File: src/riscv_pkg.sv
////////////////////////////////////////////////////////////
// RV32I shared definitions: data width, major opcodes,
// ALU operations, immediate formats, write-back sources
////////////////////////////////////////////////////////////

package riscv_pkg;

	// Data and address width
	parameter int XLEN = 32;

	// Major opcodes, instr[6:0]
	typedef enum logic [6:0] {
		OP_LUI    = 7'b0110111,
		OP_AUIPC  = 7'b0010111,
		OP_JAL    = 7'b1101111,
		OP_JALR   = 7'b1100111,
		OP_BRANCH = 7'b1100011,
		OP_LOAD   = 7'b0000011,
		OP_STORE  = 7'b0100011,
		OP_IMM    = 7'b0010011,
		OP_REG    = 7'b0110011,
		OP_SYSTEM = 7'b1110011
	} opcode_e;

	typedef enum logic [3:0] {
		ALU_ADD,
		ALU_SUB,
		ALU_SLL,
		ALU_SLT,
		ALU_SLTU,
		ALU_XOR,
		ALU_SRL,
		ALU_SRA,
		ALU_OR,
		ALU_AND
	} alu_op_e;

	// Immediate layouts of the base ISA
	typedef enum logic [2:0] {
		IMM_I,
		IMM_S,
		IMM_B,
		IMM_U,
		IMM_J
	} imm_fmt_e;

	// Register write-back source
	typedef enum logic [1:0] {
		WB_ALU,
		WB_MEM,
		WB_PC4
	} wb_sel_e;

endpackage

File: src/alu.sv
////////////////////////////////////////////////////////////
// ALU with shifts and compares, plus the branch condition
////////////////////////////////////////////////////////////

`timescale 1ns/100ps

module alu (
	input  riscv_pkg::alu_op_e         i_op,
	input  logic [riscv_pkg::XLEN-1:0] i_a,
	input  logic [riscv_pkg::XLEN-1:0] i_b,
	input  logic [2:0]                i_funct3,
	output logic [riscv_pkg::XLEN-1:0] o_result,
	output logic                      o_branch_taken
);

	logic [4:0] shamt;
	logic       eq;
	logic       lt;
	logic       ltu;

	assign shamt = i_b[4:0];
	assign eq    = (i_a == i_b);
	assign lt    = ($signed(i_a) < $signed(i_b));
	assign ltu   = (i_a < i_b);

	always_comb begin
		case (i_op)
			riscv_pkg::ALU_SUB:  o_result = i_a - i_b;
			riscv_pkg::ALU_SLL:  o_result = i_a << shamt;
			riscv_pkg::ALU_SLT:  o_result = {31'b0, lt};
			riscv_pkg::ALU_SLTU: o_result = {31'b0, ltu};
			riscv_pkg::ALU_XOR:  o_result = i_a ^ i_b;
			riscv_pkg::ALU_SRL:  o_result = i_a >> shamt;
			riscv_pkg::ALU_SRA:  o_result = $unsigned($signed(i_a) >>> shamt);
			riscv_pkg::ALU_OR:   o_result = i_a | i_b;
			riscv_pkg::ALU_AND:  o_result = i_a & i_b;
			default:             o_result = i_a + i_b;
		endcase
	end

	// BEQ, BNE, BLT, BGE, BLTU, BGEU
	always_comb begin
		case (i_funct3)
			3'b000:  o_branch_taken = eq;
			3'b001:  o_branch_taken = !eq;
			3'b100:  o_branch_taken = lt;
			3'b101:  o_branch_taken = !lt;
			3'b110:  o_branch_taken = ltu;
			3'b111:  o_branch_taken = !ltu;
			default: o_branch_taken = 1'b0;
		endcase
	end

endmodule

File: src/imm_gen.sv
////////////////////////////////////////////////////////////
// Immediate generator for the I, S, B, U and J formats
////////////////////////////////////////////////////////////

`timescale 1ns/100ps

module imm_gen (
	input  logic [riscv_pkg::XLEN-1:0] i_instr,
	input  riscv_pkg::imm_fmt_e        i_fmt,
	output logic [riscv_pkg::XLEN-1:0] o_imm
);

	logic sign;

	assign sign = i_instr[31];

	// B and J come out in byte units with bit 0 clear
	always_comb begin
		case (i_fmt)
			riscv_pkg::IMM_S:
				o_imm = {{20{sign}}, i_instr[31:25], i_instr[11:7]};
			riscv_pkg::IMM_B:
				o_imm = {{19{sign}}, sign, i_instr[7], i_instr[30:25],
					i_instr[11:8], 1'b0};
			riscv_pkg::IMM_U:
				o_imm = {i_instr[31:12], 12'b0};
			riscv_pkg::IMM_J:
				o_imm = {{11{sign}}, sign, i_instr[19:12], i_instr[20],
					i_instr[30:21], 1'b0};
			default:
				o_imm = {{20{sign}}, i_instr[31:20]};
		endcase
	end

endmodule

File: src/reg_file.sv
////////////////////////////////////////////////////////////
// 32 x XLEN register file, two reads and one write, x0 = 0
////////////////////////////////////////////////////////////

`timescale 1ns/100ps

module reg_file (
	input  logic                      i_clk,
	input  logic [4:0]                i_rs1,
	input  logic [4:0]                i_rs2,
	output logic [riscv_pkg::XLEN-1:0] o_rd1,
	output logic [riscv_pkg::XLEN-1:0] o_rd2,
	input  logic                      i_wen,
	input  logic [4:0]                i_rd,
	input  logic [riscv_pkg::XLEN-1:0] i_wdata
);

	// x0 has no storage
	logic [riscv_pkg::XLEN-1:0] regs [1:31];

	always_ff @(posedge i_clk) begin
		if (i_wen && i_rd != 5'd0)
			regs[i_rd] <= i_wdata;
	end

	assign o_rd1 = (i_rs1 == 5'd0) ? '0 : regs[i_rs1];
	assign o_rd2 = (i_rs2 == 5'd0) ? '0 : regs[i_rs2];

	// Written value shows on read port 1 one cycle later, x0 stays zero
	a_write_read: assert property (@(posedge i_clk)
		($past(i_wen) && i_rs1 == $past(i_rd)) |->
		(o_rd1 == ((i_rs1 == 5'd0) ? '0 : $past(i_wdata))))
		else $error("register write not visible on the next read");

endmodule

File: src/main_control.sv
////////////////////////////////////////////////////////////
// Instruction decoder: opcode, funct3 and funct7 to
// datapath control levels and the ALU operation
////////////////////////////////////////////////////////////

`timescale 1ns/100ps

module main_control (
	input  logic [riscv_pkg::XLEN-1:0] i_instr,
	output riscv_pkg::alu_op_e         o_alu_op,
	output logic [1:0]                o_src_a,
	output logic                      o_src_b,
	output riscv_pkg::imm_fmt_e        o_imm_fmt,
	output riscv_pkg::wb_sel_e         o_wb_sel,
	output logic                      o_reg_wen,
	output logic                      o_branch,
	output logic                      o_jal,
	output logic                      o_jalr,
	output logic                      o_mem_ren,
	output logic                      o_mem_wen,
	output logic                      o_ebreak
);

	riscv_pkg::opcode_e opcode;
	riscv_pkg::alu_op_e arith_op;
	logic [2:0] funct3;
	logic [6:0] funct7;

	assign opcode = riscv_pkg::opcode_e'(i_instr[6:0]);
	assign funct3 = i_instr[14:12];
	assign funct7 = i_instr[31:25];

	// Register-register and register-immediate operation
	always_comb begin
		case (funct3)
			3'b000: arith_op = (opcode == riscv_pkg::OP_REG && funct7[5]) ?
				riscv_pkg::ALU_SUB : riscv_pkg::ALU_ADD;
			3'b001: arith_op = riscv_pkg::ALU_SLL;
			3'b010: arith_op = riscv_pkg::ALU_SLT;
			3'b011: arith_op = riscv_pkg::ALU_SLTU;
			3'b100: arith_op = riscv_pkg::ALU_XOR;
			3'b101: arith_op = funct7[5] ? riscv_pkg::ALU_SRA : riscv_pkg::ALU_SRL;
			3'b110: arith_op = riscv_pkg::ALU_OR;
			default: arith_op = riscv_pkg::ALU_AND;
		endcase
	end

	always_comb begin
		// No-op unless the opcode says otherwise
		o_alu_op  = riscv_pkg::ALU_ADD;
		o_src_a   = 2'b00;
		o_src_b   = 1'b0;
		o_imm_fmt = riscv_pkg::IMM_I;
		o_wb_sel  = riscv_pkg::WB_ALU;
		o_reg_wen = 1'b0;
		o_branch  = 1'b0;
		o_jal     = 1'b0;
		o_jalr    = 1'b0;
		o_mem_ren = 1'b0;
		o_mem_wen = 1'b0;
		o_ebreak  = 1'b0;
		case (opcode)
			riscv_pkg::OP_LUI: begin
				o_src_a   = 2'b10;
				o_src_b   = 1'b1;
				o_imm_fmt = riscv_pkg::IMM_U;
				o_reg_wen = 1'b1;
			end
			riscv_pkg::OP_AUIPC: begin
				o_src_a   = 2'b01;
				o_src_b   = 1'b1;
				o_imm_fmt = riscv_pkg::IMM_U;
				o_reg_wen = 1'b1;
			end
			riscv_pkg::OP_JAL: begin
				o_imm_fmt = riscv_pkg::IMM_J;
				o_wb_sel  = riscv_pkg::WB_PC4;
				o_reg_wen = 1'b1;
				o_jal     = 1'b1;
			end
			riscv_pkg::OP_JALR: begin
				o_src_b   = 1'b1;
				o_wb_sel  = riscv_pkg::WB_PC4;
				o_reg_wen = 1'b1;
				o_jalr    = 1'b1;
			end
			riscv_pkg::OP_BRANCH: begin
				o_alu_op  = riscv_pkg::ALU_SUB;
				o_imm_fmt = riscv_pkg::IMM_B;
				o_branch  = 1'b1;
			end
			riscv_pkg::OP_LOAD: begin
				o_src_b   = 1'b1;
				o_wb_sel  = riscv_pkg::WB_MEM;
				o_reg_wen = 1'b1;
				o_mem_ren = 1'b1;
			end
			riscv_pkg::OP_STORE: begin
				o_src_b   = 1'b1;
				o_imm_fmt = riscv_pkg::IMM_S;
				o_mem_wen = 1'b1;
			end
			riscv_pkg::OP_IMM: begin
				o_alu_op  = arith_op;
				o_src_b   = 1'b1;
				o_reg_wen = 1'b1;
			end
			riscv_pkg::OP_REG: begin
				o_alu_op  = arith_op;
				o_reg_wen = 1'b1;
			end
			// Only EBREAK among the system encodings
			riscv_pkg::OP_SYSTEM: o_ebreak = (i_instr[31:20] == 12'h001) &&
				(funct3 == 3'b000);
			default: ;
		endcase
	end

endmodule

File: src/load_store_unit.sv
////////////////////////////////////////////////////////////
// Load/store unit: data-bus request, byte lanes, stall
// until ready, load alignment and extension
////////////////////////////////////////////////////////////

`timescale 1ns/100ps

module load_store_unit (
	input  logic                      i_clk,
	input  logic                      i_rst,
	input  logic                      i_ren,
	input  logic                      i_wen,
	input  logic [2:0]                i_funct3,
	input  logic [riscv_pkg::XLEN-1:0] i_addr,
	input  logic [riscv_pkg::XLEN-1:0] i_store_data,
	output logic [riscv_pkg::XLEN-1:0] o_load_data,
	output logic                      o_stall,
	input  logic                      i_dm_ready,
	input  logic [riscv_pkg::XLEN-1:0] i_dm_rdata,
	output logic [riscv_pkg::XLEN-1:0] o_dm_addr,
	output logic [riscv_pkg::XLEN-1:0] o_dm_wdata,
	output logic [3:0]                o_dm_wstrb,
	output logic                      o_dm_wen,
	output logic                      o_dm_ren
);

	logic                      req;
	logic [4:0]                lane_shift;
	logic [riscv_pkg::XLEN-1:0] lane_data;
	logic [7:0]                ld_byte;
	logic [15:0]               ld_half;

	// Request is a level straight from the decoded instruction
	assign req      = i_ren | i_wen;
	assign o_stall  = req & ~i_dm_ready;
	assign o_dm_ren = i_ren;
	assign o_dm_wen = i_wen;

	// Word-aligned bus address
	assign o_dm_addr = {i_addr[riscv_pkg::XLEN-1:2], 2'b00};

	// Store lanes, data replicated so any strobe sees the right byte
	always_comb begin
		case (i_funct3[1:0])
			2'b00: begin
				o_dm_wdata = {4{i_store_data[7:0]}};
				o_dm_wstrb = 4'b0001 << i_addr[1:0];
			end
			2'b01: begin
				o_dm_wdata = {2{i_store_data[15:0]}};
				o_dm_wstrb = i_addr[1] ? 4'b1100 : 4'b0011;
			end
			default: begin
				o_dm_wdata = i_store_data;
				o_dm_wstrb = 4'b1111;
			end
		endcase
		if (!i_wen)
			o_dm_wstrb = 4'b0000;
	end

	// Bring the addressed lane down to bit 0
	assign lane_shift = {i_addr[1:0], 3'b000};
	assign lane_data  = i_dm_rdata >> lane_shift;
	assign ld_byte    = lane_data[7:0];
	assign ld_half    = lane_data[15:0];

	// funct3[2] selects zero extension
	always_comb begin
		case (i_funct3)
			3'b000:  o_load_data = {{24{ld_byte[7]}}, ld_byte};
			3'b001:  o_load_data = {{16{ld_half[15]}}, ld_half};
			3'b100:  o_load_data = {24'b0, ld_byte};
			3'b101:  o_load_data = {16'b0, ld_half};
			default: o_load_data = i_dm_rdata;
		endcase
	end

	// Bus holds still while the memory is not ready
	a_req_stable: assert property (@(posedge i_clk) disable iff (!i_rst)
		(req && !i_dm_ready) |=> ($stable(o_dm_addr) && $stable(o_dm_wdata) &&
		$stable(o_dm_wstrb) && $stable(o_dm_wen) && $stable(o_dm_ren)))
		else $error("data bus changed during a wait cycle");

endmodule

File: src/core_top.sv
////////////////////////////////////////////////////////////
// Single-cycle RV32I core: PC, next-PC selection, operand
// and write-back muxes around the decode and execute units
////////////////////////////////////////////////////////////

`timescale 1ns/100ps

module core_top #(
	parameter logic [riscv_pkg::XLEN-1:0] RESET_PC = '0
) (
	input  logic                      i_clk,
	input  logic                      i_rst,
	output logic [riscv_pkg::XLEN-1:0] o_im_addr,
	input  logic [riscv_pkg::XLEN-1:0] i_im_instr,
	input  logic                      i_dm_ready,
	input  logic [riscv_pkg::XLEN-1:0] i_dm_rdata,
	output logic [riscv_pkg::XLEN-1:0] o_dm_addr,
	output logic [riscv_pkg::XLEN-1:0] o_dm_wdata,
	output logic [3:0]                o_dm_wstrb,
	output logic                      o_dm_wen,
	output logic                      o_dm_ren,
	output logic                      o_halted
);

	logic [riscv_pkg::XLEN-1:0] pc_q;
	logic [riscv_pkg::XLEN-1:0] pc_plus4;
	logic [riscv_pkg::XLEN-1:0] pc_next;
	logic                      halted_q;

	riscv_pkg::alu_op_e  alu_op;
	riscv_pkg::imm_fmt_e imm_fmt;
	riscv_pkg::wb_sel_e  wb_sel;
	logic [1:0] src_a;
	logic       src_b;
	logic       reg_wen;
	logic       branch;
	logic       jal;
	logic       jalr;
	logic       mem_ren;
	logic       mem_wen;
	logic       ebreak;

	logic [riscv_pkg::XLEN-1:0] rd1;
	logic [riscv_pkg::XLEN-1:0] rd2;
	logic [riscv_pkg::XLEN-1:0] imm;
	logic [riscv_pkg::XLEN-1:0] alu_a;
	logic [riscv_pkg::XLEN-1:0] alu_b;
	logic [riscv_pkg::XLEN-1:0] alu_result;
	logic [riscv_pkg::XLEN-1:0] load_data;
	logic [riscv_pkg::XLEN-1:0] wb_data;
	logic                      branch_taken;
	logic                      stall;

	assign o_im_addr = pc_q;
	assign o_halted  = halted_q;
	assign pc_plus4  = pc_q + 32'd4;

	// PC freezes during a data stall and once halted
	always_ff @(posedge i_clk) begin
		if (!i_rst) begin
			pc_q     <= RESET_PC;
			halted_q <= 1'b0;
		end else begin
			if (!halted_q && !stall && !ebreak)
				pc_q <= pc_next;
			if (ebreak)
				halted_q <= 1'b1;
		end
	end

	always_comb begin
		if (jalr)
			pc_next = {alu_result[riscv_pkg::XLEN-1:1], 1'b0};
		else if (jal || (branch && branch_taken))
			pc_next = pc_q + imm;
		else
			pc_next = pc_plus4;
	end

	// src_a[1] selects zero, src_a[0] selects the PC
	assign alu_a = src_a[1] ? '0 : (src_a[0] ? pc_q : rd1);
	assign alu_b = src_b ? imm : rd2;

	always_comb begin
		case (wb_sel)
			riscv_pkg::WB_MEM: wb_data = load_data;
			riscv_pkg::WB_PC4: wb_data = pc_plus4;
			default:           wb_data = alu_result;
		endcase
	end

	main_control u_main_control (
		.i_instr   (i_im_instr),
		.o_alu_op  (alu_op),
		.o_src_a   (src_a),
		.o_src_b   (src_b),
		.o_imm_fmt (imm_fmt),
		.o_wb_sel  (wb_sel),
		.o_reg_wen (reg_wen),
		.o_branch  (branch),
		.o_jal     (jal),
		.o_jalr    (jalr),
		.o_mem_ren (mem_ren),
		.o_mem_wen (mem_wen),
		.o_ebreak  (ebreak)
	);

	reg_file u_reg_file (
		.i_clk   (i_clk),
		.i_rs1   (i_im_instr[19:15]),
		.i_rs2   (i_im_instr[24:20]),
		.o_rd1   (rd1),
		.o_rd2   (rd2),
		.i_wen   (reg_wen && !stall && !halted_q),
		.i_rd    (i_im_instr[11:7]),
		.i_wdata (wb_data)
	);

	imm_gen u_imm_gen (
		.i_instr (i_im_instr),
		.i_fmt   (imm_fmt),
		.o_imm   (imm)
	);

	alu u_alu (
		.i_op           (alu_op),
		.i_a            (alu_a),
		.i_b            (alu_b),
		.i_funct3       (i_im_instr[14:12]),
		.o_result       (alu_result),
		.o_branch_taken (branch_taken)
	);

	// No new requests after halt
	load_store_unit u_lsu (
		.i_clk        (i_clk),
		.i_rst        (i_rst),
		.i_ren        (mem_ren && !halted_q),
		.i_wen        (mem_wen && !halted_q),
		.i_funct3     (i_im_instr[14:12]),
		.i_addr       (alu_result),
		.i_store_data (rd2),
		.o_load_data  (load_data),
		.o_stall      (stall),
		.i_dm_ready   (i_dm_ready),
		.i_dm_rdata   (i_dm_rdata),
		.o_dm_addr    (o_dm_addr),
		.o_dm_wdata   (o_dm_wdata),
		.o_dm_wstrb   (o_dm_wstrb),
		.o_dm_wen     (o_dm_wen),
		.o_dm_ren     (o_dm_ren)
	);

endmodule

File: config.mk
export PLATFORM = sky130hd
export DESIGN_NAME = core_top
export DESIGN_NICKNAME = d
export VERILOG_FILES = /design/src/riscv_pkg.sv /design/src/alu.sv /design/src/imm_gen.sv /design/src/reg_file.sv /design/src/main_control.sv /design/src/load_store_unit.sv /design/src/core_top.sv
export SDC_FILE = /design/constraint.sdc
export NUM_CORES = 2
export LEC_CHECK = 0
export BUFFER_PORTS_ARGS = -buffer_cell sky130_fd_sc_hd__buf_2
export CELL_PAD_IN_SITES_DETAIL_PLACEMENT = 0
export CELL_PAD_IN_SITES_GLOBAL_PLACEMENT = 1
export CORE_MARGIN = 2
export CORE_UTILIZATION = 30
export DETAILED_ROUTE_END_ITERATION = 8
export GPL_ROUTABILITY_DRIVEN = 1
export GPL_TIMING_DRIVEN = 0
export HOLD_SLACK_MARGIN = 0.02
export PLACE_DENSITY_LB_ADDON = 0.3
export SKIP_LAST_GASP = 1
export SYNTH_ARGS = -nofsm -noshare
export SYNTH_HDL_FRONTEND = slang
export SYNTH_SLANG_ARGS = --single-unit
File: constraint.sdc
create_clock -name i_clk -period 16.7 [get_ports i_clk]
set_input_delay 4.175 -clock i_clk [delete_from_list [all_inputs] [get_ports i_clk]]
set_output_delay 4.175 -clock i_clk [all_outputs]
set_load 0.02 [all_outputs]
Word level (Yosys, flattened, before mapping)
Memory sizes are Yosys's and may differ from the RTL's.
Index checks and enable logic that the tools add are counted.
{ "word_totals": {"ff_bits": 33, "mem_bits_rw": 992, "n_memories": 1} }
{ "mem_list": {"columns": ["memory", "depth", "width", "rd", "rd_clocked_by_memory_dff", "write_ports", "line_no", "source"], "rows": [
  ["u_reg_file.regs", 31, 32, 2, 0, 1, "reg_file.sv:19", "logic [riscv_pkg::XLEN-1:0] regs [1:31];"]
]} }
{ "classes": {"n_addsub": 4, "order_cmp": 2, "eq_ne": 35, "shifts": 5, "mux": 33, "bitwise_logic": 6, "reduce_logical": 27} }
{ "op_table": {"columns": ["cell", "count"], "rows": [
  ["32-bit case mux with 9 select lines", 1],
  ["32-bit two-way mux", 7],
  ["32-bit case mux with 2 select lines", 2],
  ["32-bit case mux with 4 select lines", 1],
  ["31-bit case mux with 4 select lines", 1],
  ["32-bit adder", 2],
  ["32-bit less-than comparator", 2],
  ["32-bit by 3-bit adder with 32-bit output, second input constant", 1],
  ["32-bit bitwise AND", 1],
  ["32-bit == test", 1],
  ["32-bit bitwise OR", 1],
  ["32-bit by 5-bit << shifter with 32-bit output", 1],
  ["32-bit by 5-bit right shift with 16-bit output", 1],
  ["32-bit by 5-bit right shift with 32-bit output", 1],
  ["32-bit by 5-bit >>> shifter with 32-bit output", 1],
  ["32-bit subtractor", 1],
  ["32-bit bitwise XOR", 1],
  ["7-bit == test, second input constant", 4],
  ["4-bit case mux with 7 select lines", 1],
  ["7-bit by 6-bit == test with 1-bit output, second input constant", 3],
  ["4-bit by 3-bit == test with 1-bit output, second input constant", 4],
  ["4-bit case mux with 2 select lines", 2],
  ["3-bit == test, second input constant", 5],
  ["7-bit by 5-bit == test with 1-bit output, second input constant", 2],
  ["other kinds (28)", 65]
]} }

Logic depth before layout (Yosys ltp)
{ "logic_depth": {"ltp_word": 13, "mapped_depth": 32, "depth_no_buf": 23} }

Modules after synthesis
Synthesis repeated with hierarchy kept, for this count alone.
{ "unflattened": {"hier_cells": 5108, "hier_area_um2": 63728.6} }
{ "modules_own_cells": {"columns": ["module", "n_inst", "cells_each", "area_each_um2", "seq_area_each_um2"], "rows": [
  ["reg_file", 1, 2601, 46498.3, 29788.6],
  ["alu", 1, 1324, 8974.9, 0.0],
  ["core_top", 1, 816, 5743.0, 660.6],
  ["load_store_unit", 1, 223, 1539.0, 0.0],
  ["imm_gen", 1, 90, 591.8, 0.0],
  ["main_control", 1, 54, 381.6, 0.0]
]} }

Worst setup path after synthesis
OpenSTA, ideal clock, no wires.
{ "synth_path": {"kind": "input-to-output", "from": "input i_im_instr[20] (netlist name)", "to": "output o_dm_addr[30] (netlist name)", "t_arrival_ps": 10727, "t_required_ps": 12525, "path_slack_ps": 1798, "cell_stages": 28, "path_buffers": 9, "cell_sequence": "buf_6 > buf_6 > buf_6 > buf_6 > clkbuf_1 > buf_1 > clkbuf_1 > clkbuf_1 > mux2i_1 > a21oi_1 > mux4_2 > mux2i_1 > nor2_1 > nand2_1 > nand2_1 > ha_1 > clkbuf_1 > a21o_1 > a21o_1 > a21o_1 > o21ai_0 > a311oi_1 > o221ai_1 > o31ai_1 > o211a_1 > o41ai_1 > mux2i_1 > or4_1"} }
{ "synth_between": {"elab_chain_cells": 5} }
{ "synth_rtl": {"columns": ["item", "line_no", "source"], "rows": [
  ["start, declared", "core_top.sv:14", "input logic [riscv_pkg::XLEN-1:0] i_im_instr,"],
  ["memory 31 x 32 bit or 5-bit logical NOT (tied branches)", null, null],
  ["32-bit two-way mux", "reg_file.sv:27", "assign o_rd2 = (i_rs2 == 5'd0) ? '0 : regs[i_rs2];"],
  ["32-bit two-way mux *", "core_top.sv:82", "assign alu_b = src_b ? imm : rd2;"],
  ["32-bit adder, or another cell as far along", "alu.sv:37", "default: o_result = i_a + i_b;"],
  ["32-bit case mux with 9 select lines *", "alu.sv:27", "case (i_op)"],
  ["end, declared", "core_top.sv:17", "output logic [riscv_pkg::XLEN-1:0] o_dm_addr,"]
]} }
Every way passes the cells marked *; elsewhere a longest branch is shown, timed or not.

Final worst setup path
{ "layout_path": {"from": "input i_im_instr[23] (netlist name)", "to": "output o_dm_addr[19] (netlist name)"} }
Same word-level chain as after synthesis.

==> flow_metrics.tcl <==
set metrics [dict create \
    io_buffers 158 \
    die_x_um 455.4 \
    fin_tns_setup_ns -0.2893 \
    hold_slack_ns 0.5866 \
    dp_hpwl_mm 243.9 \
    cts_tree "done" \
    drive_gt1_frac 0.2352 \
    rsz0062_at_grt "true" \
    synth-seq-cells 1025 \
    clkLatencyLatePin_ns 0.79 \
    end_kind "primary output" \
    max_stage_delay_ns 0.85 \
    yosys-top-cells-count "edfxtp_1 (992), mux2i_1 (475), mux4_2 (387), nor2_1 (347), a21oi_1 (276)" \
    synthTopCellsByArea "edfxtp_1 (49%), mux4_2 (14%), mux2i_1 (7.8%)" \
    slew-limit-headroom -0.04325 \
    ys_seq_area_frac 0.4981 \
    synth_most_common_cell "edfxtp_1" \
    synth_area_per_cell_sq_um 12.87 \
    cp_num_cells 24 \
    wire_per_inst_um 40.94 \
    synthFlopType "edfxtp_1" \
    drv_slew 30 \
    path_cells "buf_2 -> clkbuf_1 -> clkbuf_2 -> clkbuf_1 -> clkbuf_2 -> mux4_2 -> mux2i_4 -> nor2_1 -> nand2_1 -> nand2_1 -> ha_1 -> inv_1 -> a211oi_1 -> o21ai_0 -> a21oi_1 -> o21ai_0 -> a221oi_2 -> o21ai_0 -> a21oi_1 -> nor2_1 -> a22oi_1 -> nand3_1 -> a22oi_1 -> buf_2" \
    tightest_slew_ns 1.521 \
    dp_slack_ns -3.799 \
    cts.sinks 1025 \
    die_h_um 455.4 \
    synth.cell_area_sq_um 61130 \
    synth_cells 4749 \
    power.density_nw_per_um2 113.5 \
    vias 50050 \
    violations "max-capacitance violations, max-slew violations, negative setup slack" \
    grt_max_degree 32 \
    row_count 165 \
    io_pins 170 \
    rrSetupSlack_ns 7.39 \
    dieArea_sq_um 207400 \
    timing.rr.end "u_reg_file.regs[26][12]$_DFFE_PP_" \
    antenna_found_initial 19 \
    crit_fanout 10 \
    synth_top_area_frac 0.4873 \
    setup_ws_ns -0.09996 \
    dr.pass1.iters 8 \
    max_freq_mhz 59.52 \
    htree_levels 3 \
    yosysTopAreaCell "edfxtp_1" \
    r2r_start "u_reg_file.regs[7][1]$_DFFE_PP_" \
    fin_worst_skew_ns 0.06457 \
    drv_cap 5 \
    async_flop_share 0 \
    initial_core_util 0.3022 \
    coreArea_sq_um 202300 \
    synth_edf_count 992 \
    cp_top_family "compound AO/OA/AOI/OAI gates" \
    crit_end "o_dm_addr[19]" \
    startpoint_type "primary input" \
    rr_worst_depth 26 \
    clock_path_buffers 3 \
    grt_pass1_vias 47810 \
    cts_made_buffers 110 \
    ant_nets 0 \
    grt_first_pass_wirelength_mm 427.7 \
    root_buffer "clkbuf_16" \
    worstSetupPathType "in -> out" \
    num-nets-final 5333 \
    clk_pin_slew_worst_paths_ns 0.08 \
    routed_wl_mm 323.6 \
    routed_via_density 6.332 \
    yosysWarningCount 0 \
    drcViolationCount 0 \
    p_leak_uw 0.02537 \
    startpoint "i_im_instr[23]" \
    layout_min_cycle_time_ns 16.80 \
    outcome "finished, violations left" \
    fin_crit_sh 1.006 \
    track_usage 0.3019 \
    crit_arrival_ns 12.62 \
    slowest_stage "nor2_1" \
    drtIter0Drc 7516 \
    ys_types 98 \
    vdd_drop_max_v 0.00009522 \
    setup_viol_count_final 5 \
    crit_required_ns 12.52 \
    grt_remaining_overflow 0 \
    crit_top_cell "o21ai_0" \
    hp-class "reg -> reg" \
    crit_buf_inv 7 \
    finalHoldViolations 0 \
    area_growth_pct 17.49 \
    place_congestion 0.9995 \
]
## report_power, final
| part | switching (uW) | leakage, uW | internal (uW) |
|---|---|---|---|
| Combinational | 1750 | 0.0144 | 689 |
| Clock | 1110 | 0.00176 | 1410 |
| Sequential | 7.98 | 0.00919 | 3190 |
## flip-flops by register name (all words and copies together) (netlist names)
signal	flops
o_im_addr	32
u_reg_file.regs	992
o_halted	1
## worst register-to-register path: stages (launching register included)
cell and delay, ns:
edfxtp_1 0.39, mux4_2 0.49, mux2_2 0.31, o22ai_2 0.17, a2111oi_4 0.19, mux2i_4 0.47
buf_2 0.40, buf_2 0.41, buf_2 0.38, buf_2 0.48, fa_1 0.45, a21o_1 0.20
a21oi_1 0.10, o21ai_0 0.34, a211oi_1 0.21, a211o_1 0.38, a21oi_2 0.33, a31o_2 0.20
o2111ai_1 0.31, nor3_4 0.21, buf_4 0.19, buf_4 0.18, buf_2 0.28, o21ai_0 0.14
a21o_1 0.20, a31oi_1 0.51, a221o_1 0.98
## final cells by class
class / count / area [sq um]
Tap cell: 2672 / 3343
Inverter: 128 / 480.5
Timing Repair Buffer: 275 / 2786
Antenna cell: 6 / 15.01
Multi-Input combinational cell: 3243 / 29270
Fill cell: 19880 / 130500
Sequential cell: 1025 / 30450
Clock buffer: 133 / 2903
Buffer: 349 / 1856
Clock inverter: 73 / 723.2
## repair_timing
item	4_1_cts	5_1_grt
setup endpoints to repair	30	17
gates resized for setup	172	80
hold buffers	0	0
buffers inserted	3	9
pin swaps	4	5
## kinds of logic after synthesis
group	Yosys count	share of synthesized area
DFF	1025	0.4981
muxes	922	0.2316
buffers and inverters	482	0.03348
and+or+nand+nor	965	0.07260
other	1	0.00006134
adders and majority gates	134	0.02779
AOI/OAI and AO/OA	1136	0.1243
xor gates and xnor gates	84	0.01203
## per-layer routing
layer / GRT usage / part of all wire
met4: 0.2072 / 0.080
met1: 0.3682 / 0.36
met2: 0.4798 / 0.46
met5: 0 / 0.00049
met3: 0.06361 / 0.10
## layout by cell type (no fill, tap or decap), types with 50 or more instances in the layout
cell	instances
edfxtp_1	992
mux2i_1	464
mux4_2	387
nor2_1	312
nand2_1	264
a21oi_1	255
buf_2	226
o21ai_0	178
clkbuf_1	157
a22oi_1	140
ha_1	131
inv_1	122
clkbuf_16	113
a21o_1	82
nand3_1	81
buf_4	60
mux2_2	57
buf_12	56
nor3_1	55
xnor2_1	53
o22ai_1	51
o221ai_1	50
## how the worst min path moves through the flow
| stage | start | end | cells past startpoint |
|---|---|---|---|
| floorplan | o_im_addr[11]$_SDFFE_PN0P_ | o_im_addr[11]$_SDFFE_PN0P_ | 2 |
| global placement | o_im_addr[9]$_SDFFE_PN0P_ | o_im_addr[9]$_SDFFE_PN0P_ | 2 |
| detailed placement | o_im_addr[11]$_SDFFE_PN0P_ | o_im_addr[11]$_SDFFE_PN0P_ | 2 |
| CTS | o_im_addr[11]$_SDFFE_PN0P_ | o_im_addr[11]$_SDFFE_PN0P_ | 2 |
| global route | o_im_addr[11]$_SDFFE_PN0P_ | o_im_addr[11]$_SDFFE_PN0P_ | 2 |
| finish | o_im_addr[11]$_SDFFE_PN0P_ | o_im_addr[11]$_SDFFE_PN0P_ | 2 |
## through the flow
| stage | std cells | total power (uW) | util | cell area, sq um |
|---|---|---|---|---|
| after floorplan | 4750 | 4446 | - | 61130 |
| after global placement | 7580 | 5433 | 0.3226 | 65270 |
| after global routing | 7900 | 8318 | 0.3550 | 71810 |
| final | 7904 | 8154 | 0.3550 | 71820 |
| after detailed placement | 7683 | 5568 | 0.3338 | 67530 |
| after CTS | 7889 | 8055 | 0.3536 | 71550 |
No activity file was read; power rests on OpenSTA's default activity.
